==> src/source/rv32im_pkg.sv <==
package rv32im_pkg;

  localparam int XLEN     = 32;
  localparam int REG_BITS = 5;

  // Major opcodes, instruction bits 6:2
  localparam logic [4:0] OP_L     = 5'b00000;
  localparam logic [4:0] OP_AI    = 5'b00100;
  localparam logic [4:0] OP_AUIPC = 5'b00101;
  localparam logic [4:0] OP_S     = 5'b01000;
  localparam logic [4:0] OP_A     = 5'b01100;
  localparam logic [4:0] OP_LUI   = 5'b01101;
  localparam logic [4:0] OP_B     = 5'b11000;
  localparam logic [4:0] OP_JALR  = 5'b11001;
  localparam logic [4:0] OP_JAL   = 5'b11011;
  localparam logic [4:0] OP_SYS   = 5'b11100;

  localparam logic [REG_BITS-1:0] LINK_REG     = 5'd1;  // ra
  localparam logic [REG_BITS-1:0] LINK_REG_ALT = 5'd5;  // t0

  // Stage-4 path select, one-hot
  localparam logic [2:0] STAGE4_ALU = 3'b001;
  localparam logic [2:0] STAGE4_MEM = 3'b010;
  localparam logic [2:0] STAGE4_MUL = 3'b100;

  typedef struct packed {
    logic [6:0]          funct7;
    logic [REG_BITS-1:0] rs2;
    logic [REG_BITS-1:0] rs1;
    logic [2:0]          funct3;
    logic [REG_BITS-1:0] rd;
    logic [6:0]          opcode;
  } r_fmt_t;

  typedef struct packed {
    logic [11:0]         imm;
    logic [REG_BITS-1:0] rs1;
    logic [2:0]          funct3;
    logic [REG_BITS-1:0] rd;
    logic [6:0]          opcode;
  } i_fmt_t;

  typedef struct packed {
    logic [6:0]          imm_hi;
    logic [REG_BITS-1:0] rs2;
    logic [REG_BITS-1:0] rs1;
    logic [2:0]          funct3;
    logic [4:0]          imm_lo;
    logic [6:0]          opcode;
  } s_fmt_t;

  // Branch offset bits are scattered over the word
  typedef struct packed {
    logic                imm_12;
    logic [5:0]          imm_10_5;
    logic [REG_BITS-1:0] rs2;
    logic [REG_BITS-1:0] rs1;
    logic [2:0]          funct3;
    logic [3:0]          imm_4_1;
    logic                imm_11;
    logic [6:0]          opcode;
  } b_fmt_t;

  typedef struct packed {
    logic [19:0]         imm;
    logic [REG_BITS-1:0] rd;
    logic [6:0]          opcode;
  } u_fmt_t;

  typedef struct packed {
    logic                imm_20;
    logic [9:0]          imm_10_1;
    logic                imm_11;
    logic [7:0]          imm_19_12;
    logic [REG_BITS-1:0] rd;
    logic [6:0]          opcode;
  } j_fmt_t;

  // One fetched word, read through the format its opcode implies
  typedef union packed {
    r_fmt_t r;
    i_fmt_t i;
    s_fmt_t s;
    b_fmt_t b;
    u_fmt_t u;
    j_fmt_t j;
  } instr_u;

endpackage

==> src/source/rv32im_imm_gen.sv <==
`timescale 1ns/1ps

module rv32im_imm_gen (
  input  rv32im_pkg::instr_u              instr_i,
  input  logic [rv32im_pkg::XLEN-1:0]     pc_i,
  output logic [rv32im_pkg::XLEN-1:0]     imm_o,
  output logic [rv32im_pkg::XLEN-1:0]     upper_imm_o,
  output logic [rv32im_pkg::XLEN-1:0]     jal_target_o,
  output logic [rv32im_pkg::XLEN-1:0]     link_addr_o
);

  logic [4:0]                  op;
  logic [rv32im_pkg::XLEN-1:0] u_imm;
  logic [rv32im_pkg::XLEN-1:0] j_imm;

  assign op    = instr_i.r.opcode[6:2];
  assign u_imm = {instr_i.u.imm, 12'b0};
  assign j_imm = {{12{instr_i.j.imm_20}}, instr_i.j.imm_19_12, instr_i.j.imm_11,
                  instr_i.j.imm_10_1, 1'b0};

  always_comb
  begin
    case (op)
      rv32im_pkg::OP_S:
        imm_o = {{20{instr_i.s.imm_hi[6]}}, instr_i.s.imm_hi, instr_i.s.imm_lo};
      rv32im_pkg::OP_B:
        imm_o = {{19{instr_i.b.imm_12}}, instr_i.b.imm_12, instr_i.b.imm_11,
                 instr_i.b.imm_10_5, instr_i.b.imm_4_1, 1'b0};
      default:  // I forms, funct3 bit 2 selects zero extension
        imm_o = instr_i.i.funct3[2] ? {20'b0, instr_i.i.imm}
                                    : {{20{instr_i.i.imm[11]}}, instr_i.i.imm};
    endcase
  end

  assign upper_imm_o  = (op == rv32im_pkg::OP_AUIPC) ? u_imm + pc_i : u_imm;
  assign jal_target_o = pc_i + j_imm;
  assign link_addr_o  = pc_i + 32'd4;  // Return address

endmodule

==> src/source/rv32im_decode.sv <==
`timescale 1ns/1ps

module rv32im_decode (
  input  logic                                clk_i,
  input  logic                                rst_n_i,
  input  logic                                clear_i,
  input  logic                                data_ready_i,
  input  rv32im_pkg::instr_u                  instruction_i,
  input  logic [rv32im_pkg::XLEN-1:0]         pc_data_i,
  input  logic [rv32im_pkg::XLEN-1:0]         imm_i,
  input  logic [rv32im_pkg::XLEN-1:0]         upper_imm_i,
  input  logic [rv32im_pkg::XLEN-1:0]         jal_target_i,
  input  logic [rv32im_pkg::XLEN-1:0]         link_addr_i,
  output logic                                issue_o,
  output logic [3:0]                          alu_operation_o,
  output logic [2:0]                          word_size_o,
  output logic [rv32im_pkg::REG_BITS-1:0]     rs1_addr_o,
  output logic [rv32im_pkg::REG_BITS-1:0]     rs2_addr_o,
  output logic [rv32im_pkg::REG_BITS-1:0]     rd_addr_o,
  output logic [rv32im_pkg::XLEN-1:0]         immediate_o,
  output logic                                immediate_valid_o,
  output logic [rv32im_pkg::XLEN-1:0]         pc_data_o,
  output logic                                jal_jump_o,
  output logic [rv32im_pkg::XLEN-1:0]         pc_jal_data_o,
  output logic                                jalr_o,
  output logic                                branch_o,
  output logic [2:0]                          branch_condition_o,
  output logic                                link_o,
  output logic [rv32im_pkg::XLEN-1:0]         link_data_o,
  output logic                                push_ras_o,
  output logic                                pop_ras_o,
  output logic [2:0]                          stage4_path_o,
  output logic                                memory_write_o,
  output logic                                mret_o
);

  // Instruction formats, one-hot
  localparam logic [5:0] R_TYPE = 6'b000001;
  localparam logic [5:0] I_TYPE = 6'b000010;
  localparam logic [5:0] S_TYPE = 6'b000100;
  localparam logic [5:0] U_TYPE = 6'b001000;
  localparam logic [5:0] B_TYPE = 6'b010000;
  localparam logic [5:0] J_TYPE = 6'b100000;

  logic [4:0] op;
  logic [2:0] funct3;
  logic [6:0] funct7;
  logic [5:0] fmt;
  logic       take;
  logic       rd_link;
  logic       rs1_link;
  logic       push_ras;
  logic       pop_ras;

  assign op     = instruction_i.r.opcode[6:2];
  assign funct3 = instruction_i.r.funct3;
  assign funct7 = instruction_i.r.funct7;
  assign take   = data_ready_i & ~clear_i;  // Flush drops a wrong-path word

  always_comb
  begin
    case (op)
      rv32im_pkg::OP_A:                          fmt = R_TYPE;
      rv32im_pkg::OP_L, rv32im_pkg::OP_AI,
      rv32im_pkg::OP_JALR, rv32im_pkg::OP_SYS:   fmt = I_TYPE;
      rv32im_pkg::OP_S:                          fmt = S_TYPE;
      rv32im_pkg::OP_LUI, rv32im_pkg::OP_AUIPC:  fmt = U_TYPE;
      rv32im_pkg::OP_B:                          fmt = B_TYPE;
      rv32im_pkg::OP_JAL:                        fmt = J_TYPE;
      default:                                   fmt = 6'b0;
    endcase
  end

  // Return stack hints from the link register convention
  assign rd_link  = (instruction_i.r.rd == rv32im_pkg::LINK_REG) |
                    (instruction_i.r.rd == rv32im_pkg::LINK_REG_ALT);
  assign rs1_link = (instruction_i.r.rs1 == rv32im_pkg::LINK_REG) |
                    (instruction_i.r.rs1 == rv32im_pkg::LINK_REG_ALT);
  assign push_ras = rd_link & (op == rv32im_pkg::OP_JAL | op == rv32im_pkg::OP_JALR);
  assign pop_ras  = rs1_link & (op == rv32im_pkg::OP_JALR) &
                    (~push_ras | (instruction_i.r.rd == instruction_i.r.rs1));

  always_ff @(posedge clk_i or negedge rst_n_i)
  begin
    if (!rst_n_i)
    begin
      issue_o           <= 1'b0;
      immediate_valid_o <= 1'b0;
      jal_jump_o        <= 1'b0;
      jalr_o            <= 1'b0;
      branch_o          <= 1'b0;
      link_o            <= 1'b0;
      memory_write_o    <= 1'b0;
      mret_o            <= 1'b0;
      push_ras_o        <= 1'b0;
      pop_ras_o         <= 1'b0;
    end
    else if (clear_i | data_ready_i)
    begin
      issue_o           <= take;
      immediate_valid_o <= take & ~(fmt == R_TYPE | fmt == B_TYPE);
      jal_jump_o        <= take & (op == rv32im_pkg::OP_JAL);
      jalr_o            <= take & (op == rv32im_pkg::OP_JALR);
      branch_o          <= take & (fmt == B_TYPE);
      link_o            <= take & (op == rv32im_pkg::OP_JAL | op == rv32im_pkg::OP_JALR);
      memory_write_o    <= take & (op == rv32im_pkg::OP_S);
      mret_o            <= take & (op == rv32im_pkg::OP_SYS);
      push_ras_o        <= take & push_ras;
      pop_ras_o         <= take & pop_ras;
    end
    else
      issue_o <= 1'b0;  // Flags hold as levels
  end

  always_ff @(posedge clk_i)
  begin
    if (take)
    begin
      pc_data_o          <= pc_data_i;
      pc_jal_data_o      <= jal_target_i;
      link_data_o        <= link_addr_i;
      immediate_o        <= (fmt == U_TYPE) ? upper_imm_i : imm_i;
      branch_condition_o <= (fmt == B_TYPE) ? funct3 : 3'b0;

      if (op == rv32im_pkg::OP_S || op == rv32im_pkg::OP_L)
        stage4_path_o <= rv32im_pkg::STAGE4_MEM;
      else if (op == rv32im_pkg::OP_A && funct7[0])
        stage4_path_o <= rv32im_pkg::STAGE4_MUL;  // M extension
      else
        stage4_path_o <= rv32im_pkg::STAGE4_ALU;

      // Unused register fields read as x0
      rs1_addr_o      <= '0;
      rs2_addr_o      <= '0;
      rd_addr_o       <= '0;
      alu_operation_o <= 4'b0;
      word_size_o     <= 3'b0;
      case (fmt)
        R_TYPE:
        begin
          rs1_addr_o      <= instruction_i.r.rs1;
          rs2_addr_o      <= instruction_i.r.rs2;
          rd_addr_o       <= instruction_i.r.rd;
          alu_operation_o <= {funct7[5], funct3};
        end
        I_TYPE:
        begin
          rs1_addr_o  <= instruction_i.i.rs1;
          rd_addr_o   <= instruction_i.i.rd;
          word_size_o <= funct3;
          if (!instruction_i.i.opcode[5])
            alu_operation_o <= {1'b0, funct3};  // Loads and immediate ALU only
        end
        S_TYPE, B_TYPE:
        begin
          rs1_addr_o  <= instruction_i.s.rs1;
          rs2_addr_o  <= instruction_i.s.rs2;
          word_size_o <= (fmt == S_TYPE) ? funct3 : 3'b0;
        end
        U_TYPE, J_TYPE:
          rd_addr_o <= instruction_i.u.rd;
        default:
          rd_addr_o <= '0;
      endcase
    end
  end

endmodule

==> src/source/rv32im_ras.sv <==
`timescale 1ns/1ps

module rv32im_ras #(
  parameter int RAS_DEPTH = 4
) (
  input  logic                            clk_i,
  input  logic                            rst_n_i,
  input  logic                            push_i,
  input  logic                            pop_i,
  input  logic [rv32im_pkg::XLEN-1:0]     data_i,
  output logic [rv32im_pkg::XLEN-1:0]     ras_top_o
);

  localparam int PTR_BITS = (RAS_DEPTH > 1) ? $clog2(RAS_DEPTH) : 1;

  logic [rv32im_pkg::XLEN-1:0] entry [RAS_DEPTH];
  logic [PTR_BITS-1:0]         ptr;       // Top entry
  logic [PTR_BITS-1:0]         ptr_up;
  logic [PTR_BITS-1:0]         ptr_down;

  // Wrap in both directions, oldest entry is overwritten on overflow
  assign ptr_up   = (ptr == PTR_BITS'(RAS_DEPTH - 1)) ? '0 : ptr + 1'b1;
  assign ptr_down = (ptr == '0) ? PTR_BITS'(RAS_DEPTH - 1) : ptr - 1'b1;

  assign ras_top_o = entry[ptr];

  always_ff @(posedge clk_i or negedge rst_n_i)
  begin
    if (!rst_n_i)
      ptr <= '0;
    else if (push_i && !pop_i)
      ptr <= ptr_up;
    else if (pop_i && !push_i)
      ptr <= ptr_down;
  end

  always_ff @(posedge clk_i)
  begin
    if (push_i && pop_i)
      entry[ptr] <= data_i;  // Replace top
    else if (push_i)
      entry[ptr_up] <= data_i;
  end

endmodule

==> src/source/rv32im_fetch.sv <==
`timescale 1ns/1ps

module rv32im_fetch (
  input  logic                            clk_i,
  input  logic                            rst_n_i,
  input  logic                            instr_valid_i,
  input  logic                            irq_i,
  input  logic                            issue_i,
  input  logic                            jal_jump_i,
  input  logic [rv32im_pkg::XLEN-1:0]     jal_target_i,
  input  logic                            jalr_i,
  input  logic                            pop_i,
  input  logic [rv32im_pkg::XLEN-1:0]     ras_top_i,
  output logic [rv32im_pkg::XLEN-1:0]     pc_o,
  output logic                            flush_o,
  output logic [rv32im_pkg::XLEN-1:0]     uepc_o
);

  logic                        redirect;
  logic [rv32im_pkg::XLEN-1:0] target;

  // Only JAL and predicted returns leave straight-line code
  assign redirect = issue_i & (jal_jump_i | (jalr_i & pop_i));
  assign target   = jal_jump_i ? jal_target_i : ras_top_i;
  assign flush_o  = redirect;

  always_ff @(posedge clk_i or negedge rst_n_i)
  begin
    if (!rst_n_i)
      pc_o <= '0;
    else if (redirect)
      pc_o <= target;
    else if (instr_valid_i)
      pc_o <= pc_o + 32'd4;
  end

  always_ff @(posedge clk_i or negedge rst_n_i)
  begin
    if (!rst_n_i)
      uepc_o <= '0;
    else if (irq_i)
      uepc_o <= pc_o;  // Trap PC
  end

endmodule

==> src/source/rv32im_front.sv <==
`timescale 1ns/1ps

module rv32im_front #(
  parameter int RAS_DEPTH = 4
) (
  input  logic                                clk_i,
  input  logic                                rst_n_i,
  input  logic [rv32im_pkg::XLEN-1:0]         instr_i,
  input  logic                                instr_valid_i,
  input  logic                                irq_i,
  output logic [rv32im_pkg::XLEN-1:0]         pc_o,
  output logic [rv32im_pkg::XLEN-1:0]         uepc_o,
  output logic                                issue_o,
  output logic [3:0]                          alu_operation_o,
  output logic [2:0]                          word_size_o,
  output logic [rv32im_pkg::REG_BITS-1:0]     rs1_addr_o,
  output logic [rv32im_pkg::REG_BITS-1:0]     rs2_addr_o,
  output logic [rv32im_pkg::REG_BITS-1:0]     rd_addr_o,
  output logic [rv32im_pkg::XLEN-1:0]         immediate_o,
  output logic                                immediate_valid_o,
  output logic [rv32im_pkg::XLEN-1:0]         pc_data_o,
  output logic                                jal_jump_o,
  output logic [rv32im_pkg::XLEN-1:0]         pc_jal_data_o,
  output logic                                jalr_o,
  output logic                                branch_o,
  output logic [2:0]                          branch_condition_o,
  output logic                                link_o,
  output logic [rv32im_pkg::XLEN-1:0]         link_data_o,
  output logic                                push_ras_o,
  output logic                                pop_ras_o,
  output logic [2:0]                          stage4_path_o,
  output logic                                memory_write_o,
  output logic                                mret_o
);

  logic                        flush;
  logic                        ras_push;
  logic                        ras_pop;
  logic [rv32im_pkg::XLEN-1:0] imm;
  logic [rv32im_pkg::XLEN-1:0] upper_imm;
  logic [rv32im_pkg::XLEN-1:0] jal_target;
  logic [rv32im_pkg::XLEN-1:0] link_addr;
  logic [rv32im_pkg::XLEN-1:0] ras_top;

  // Stack flags are levels, act once per issued instruction
  assign ras_push = issue_o & push_ras_o;
  assign ras_pop  = issue_o & pop_ras_o;

  rv32im_fetch fetch0 (
    .clk_i         (clk_i),
    .rst_n_i       (rst_n_i),
    .instr_valid_i (instr_valid_i),
    .irq_i         (irq_i),
    .issue_i       (issue_o),
    .jal_jump_i    (jal_jump_o),
    .jal_target_i  (pc_jal_data_o),
    .jalr_i        (jalr_o),
    .pop_i         (pop_ras_o),
    .ras_top_i     (ras_top),
    .pc_o          (pc_o),
    .flush_o       (flush),
    .uepc_o        (uepc_o)
  );

  rv32im_imm_gen imm_gen0 (
    .instr_i      (instr_i),
    .pc_i         (pc_o),
    .imm_o        (imm),
    .upper_imm_o  (upper_imm),
    .jal_target_o (jal_target),
    .link_addr_o  (link_addr)
  );

  rv32im_decode decode0 (
    .clk_i              (clk_i),
    .rst_n_i            (rst_n_i),
    .clear_i            (flush),
    .data_ready_i       (instr_valid_i),
    .instruction_i      (instr_i),
    .pc_data_i          (pc_o),
    .imm_i              (imm),
    .upper_imm_i        (upper_imm),
    .jal_target_i       (jal_target),
    .link_addr_i        (link_addr),
    .issue_o            (issue_o),
    .alu_operation_o    (alu_operation_o),
    .word_size_o        (word_size_o),
    .rs1_addr_o         (rs1_addr_o),
    .rs2_addr_o         (rs2_addr_o),
    .rd_addr_o          (rd_addr_o),
    .immediate_o        (immediate_o),
    .immediate_valid_o  (immediate_valid_o),
    .pc_data_o          (pc_data_o),
    .jal_jump_o         (jal_jump_o),
    .pc_jal_data_o      (pc_jal_data_o),
    .jalr_o             (jalr_o),
    .branch_o           (branch_o),
    .branch_condition_o (branch_condition_o),
    .link_o             (link_o),
    .link_data_o        (link_data_o),
    .push_ras_o         (push_ras_o),
    .pop_ras_o          (pop_ras_o),
    .stage4_path_o      (stage4_path_o),
    .memory_write_o     (memory_write_o),
    .mret_o             (mret_o)
  );

  rv32im_ras #(
    .RAS_DEPTH (RAS_DEPTH)
  ) ras0 (
    .clk_i     (clk_i),
    .rst_n_i   (rst_n_i),
    .push_i    (ras_push),
    .pop_i     (ras_pop),
    .data_i    (link_data_o),
    .ras_top_o (ras_top)
  );

endmodule

==> config.mk <==
export PLATFORM = sky130hd
export DESIGN_NAME = rv32im_front
export DESIGN_NICKNAME = d
export VERILOG_FILES = /design/src/source/rv32im_pkg.sv /design/src/source/rv32im_imm_gen.sv /design/src/source/rv32im_decode.sv /design/src/source/rv32im_ras.sv /design/src/source/rv32im_fetch.sv /design/src/source/rv32im_front.sv
export SDC_FILE = /design/constraint.sdc
export NUM_CORES = 1
export LEC_CHECK = 0
export BUFFER_PORTS_ARGS = -buffer_cell sky130_fd_sc_hd__buf_2
export CORE_MARGIN = 2
export CORE_UTILIZATION = 51
export DETAILED_ROUTE_END_ITERATION = 10
export PLACE_DENSITY = 0.71
export SYNTH_ARGS = -nofsm -noshare
export SYNTH_HDL_FRONTEND = slang
export SYNTH_HIERARCHICAL = 1
export SYNTH_SLANG_ARGS = --single-unit
export TNS_END_PERCENT = 5
==> constraint.sdc <==
create_clock -name clk_i -period 8.6 [get_ports clk_i]
set_input_delay 1.72 -clock clk_i [delete_from_list [all_inputs] [get_ports clk_i]]
set_output_delay 1.72 -clock clk_i [all_outputs]
set_load 0.005 [all_outputs]
==> qor.yml <==
cts:
  post_cts.repair.setup_buffers: 0
  path_clk_slew_ns: 0.06
  clock_tree.buffer_depth: 3
  cts.root.buffer_cell: "clkbuf_16"
  ctsHoldBuffers: 0
  htree_num_levels: 2
  worst_skew_pair_latency_ns: 0.54
  tritoncts.num_buffers: 40
  clock_tree_from_tritoncts: "built"
  tritoncts_num_sinks: 360
  cts.repair.resized: 0
yosys:
  synth_sequential_area_ratio: 0.580
  yosys_warnings: 6
  synthesis.instances: 1345
  ys_dominant_reg_cell: "edfxtp_1"
  postSynthNetCount: 1431
  post_synth_num_cell_types: 84
  synthDominantCellAreaShare: 0.474
  synth_edf_count: 284
  postSynthRegisterBits: 360
  syn_area_um2: 18000
  netlist_top_cells_area: "edfxtp_1 47%, dfrtp_1 11%, ha_1 3.3%"
  synth.largest_area_cell: "edfxtp_1"
  leading_post_synthesis_cells_by_instance_count: "284 x edfxtp_1, 80 x nand2_1, 76 x dfrtp_1"
  synthMostInstantiatedCell: "edfxtp_1"
  synth.avg_cell_area_um2: 13.4
  synth_async_reset_ratio: 0.211
floorplanning:
  die_width_um: 192
  top_level_ports: 266
  fp.dieH_um: 192
  core_outline_area_um2: 34600
  die-area_um2: 36800
  initial_util: 0.520
  placementRows: 68
timing:
  finalHoldViolations: 0
  worst_clock_skew_ns: 0.0171
  max_clock_freq_mhz: 256
  worst_pin_slew_ns: 1.10
  setup-violations-final: 0
  timing.setup.tns_ns: 0
  slew_violations: 0
  fin_crit_ns: 3.90
  timing.final.ws_setup_ns: 4.70
  final_min_period_over_clock_period: 0.454
  rsz0062_at_grt: "no"
  timing.max_slew.rel_slack: 0.267
pwr:
  seq_power_share: 0.449
  share_of_total_power_consumed_by_net_switching: 0.344
  leakagePower_nw: 7.93
  power_frac_comb: 0.282
  power-per-cell-area_nw_per_um2: 293
  vdd_ir_drop_max_uv: 169
  net-switching-power_mw: 2.09
  clock_power_share: 0.269
  cell_internal_pwr_mw: 3.98
min_path:
  min_delay_worst_endpoint: "fetch0/uepc_o[8]$_DFFE_PN0P_"
  worstHoldStart: "fetch0/uepc_o[8]$_DFFE_PN0P_"
  hp-class: "reg -> reg"
  hold-path-cell-count: 1
outcome:
  run_status: "finished clean"
final_layout:
  multi_input_area_um2: 6900
  num-nets-final: 1662
  drive_gt1_frac: 0.302
  register_area_um2: 10400
  fillerInstances: 2707
  inserted_diodes: 0
  synthToLayoutAreaGrowth_pct: 15.2
drt:
  remaining_drc_errors: 0
  initial_drc_count: 947
  drt_pass1_iterations: 7
  route.detailed.vias_per_inst: 6.02
  antenna_violating_nets_post_route: 0
  finalWirelength_um: 49400
  via_count: 12400
  wl_per_cell_um: 23.9
critical_path:
  worst_r2r_startpoint: "decode0/jalr_o$_DFFE_PN0P_"
  critPathSlowestCell: "a21oi_1"
  worstPathCellList: "buf_2 > ha_1 > fa_1 > a21o_1 > a31oi_1 > o21bai_1 > a21oi_1 > o221ai_1 > xor2_1"
  cp.required_ns: 8.88
  worst-r2r-setup-slack_ns: 5.01
  cp_num_buf_inv: 1
  timing_worst_setup_path_type: "in -> reg"
  crit_start_category: "input pin"
  timing.critical_path.to_type: "flop"
  critical_path_s_largest_stage_delay_ns: 0.47
  worst_path_dominant_cell_family: "compound AO/OA/AOI/OAI gates"
  r2r.worst_path.cells: 7
  crit_fanout: 5
  cp_data_arrival_time_ns: 4.18
  regToRegEndpoint: "decode0/pc_data_o[17]$_DFFE_PP_"
global_routing:
  gr-total-overflow: 0
  first_global_vias: 11800
  gr-usage-all-layers: 0.267
  grt_pass1_wl_um: 72700
  grt_start_max_net_pins: 77
  initial_antenna_violation_count: 2
placement:
  gp_routability_congestion: 0.924
  dp_hpwl_um: 33900
  port_buffer_count: 263
  pre_cts_ws_ns: 4.19
flow_run:
  cap_violations: 0
## layer usage
metal	vias to the layer above	track usage	wire length, um
li1	5581	-	-
met1	6241	0.376	20900
met2	511	0.426	23200
met3	80	0.0492	4040
met4	4	0.0766	1210
met5	-	0	27
## state kept, by name (all words and copies together), names as in the netlist, 2 cells and up
signal	cells
ras0/entry	128
decode0/immediate_o	32
decode0/link_data_o	32
decode0/pc_data_o	32
decode0/pc_jal_data_o	32
fetch0/pc_o	32
fetch0/uepc_o	32
decode0/rd_addr_o	5
decode0/rs1_addr_o	5
decode0/rs2_addr_o	5
decode0/alu_operation_o	4
decode0/branch_condition_o	3
decode0/stage4_path_o	3
decode0/word_size_o	3
ras0/ptr	2
## worst max-delay path by stage
stage	startpoint	slack (ns)	end	cells after the start
2_1_floorplan	instr_valid_i	1.78	decode0/alu_operation_o[0]$_DFFE_PP_	3
3_3_place_gp	instr_i[21]	4.23	decode0/pc_jal_data_o[29]$_DFFE_PP_	9
3_5_place_dp	instr_i[12]	4.19	decode0/immediate_o[24]$_DFFE_PP_	10
4_1_cts	instr_i[12]	4.75	decode0/immediate_o[24]$_DFFE_PP_	10
5_1_grt	instr_i[12]	4.61	decode0/immediate_o[24]$_DFFE_PP_	10
6_report	instr_i[21]	4.70	decode0/pc_jal_data_o[29]$_DFFE_PP_	9
## cell families after synthesis
group	Yosys count	share of synthesized area
flops	360	0.580
simple gates	358	0.113
compound gates	256	0.0933
buf+inv	121	0.0383
mux	118	0.101
xor+xnor	82	0.0399
fa+ha+maj	50	0.0356
## final cells by class
class,instances,share of cell area
tap,455,0.0275
timing repair buffer,283,0.0709
clock inverter,28,0.0102
sequential,360,0.503
inverter,27,0.00489
multi-input combinational,864,0.333
clock buffer,46,0.0504
## power groups by stage
stage / clock network, mW / registers [mW] / logic, mW
6_report: 1.63 / 2.72 / 1.71
5_1_grt: 1.72 / 2.76 / 1.87
4_1_cts: 1.66 / 2.72 / 1.71
3_5_place_dp: 0 / 2.75 / 1.70
3_3_place_gp: 0 / 2.73 / 1.67
2_1_floorplan: 0 / 2.60 / 1.06
## metrics by stage
| stage | hold slack [ns] | cells | util | instance area (um2) | power, mW |
|---|---|---|---|---|---|
| floorplan | 0.505 | 1345 | - | 18000 | 3.66 |
| global placement | 0.485 | 1989 | 0.562 | 19500 | 4.41 |
| detailed placement | 0.490 | 1989 | 0.562 | 19500 | 4.45 |
| CTS | 0.504 | 2063 | 0.598 | 20700 | 6.08 |
| global route | 0.513 | 2063 | 0.598 | 20700 | 6.35 |
| finish | 0.501 | 2063 | 0.598 | 20700 | 6.07 |
## cell usage in the layout (no fill, tap or decap), types with 11 or more instances in the layout
cell,count
o21ai_0,53
a21oi_1,65
mux2i_1,12
or4_1,11
a21o_1,14
mux2_4,30
mux2_2,44
nand3_1,46
buf_2,262
clkinv_2,15
edfxtp_1,284
nand4_1,28
a211oi_1,31
mux4_2,26
inv_1,27
nor2_1,32
and2_1,30
xor2_1,40
nor2b_1,34
xnor2_1,42
o211ai_1,11
clkbuf_16,41
nand2_1,79
ha_1,48
and3_1,19
a31oi_1,25
buf_4,21
dfrtp_1,74
Power figures use the tool's default switching activity.
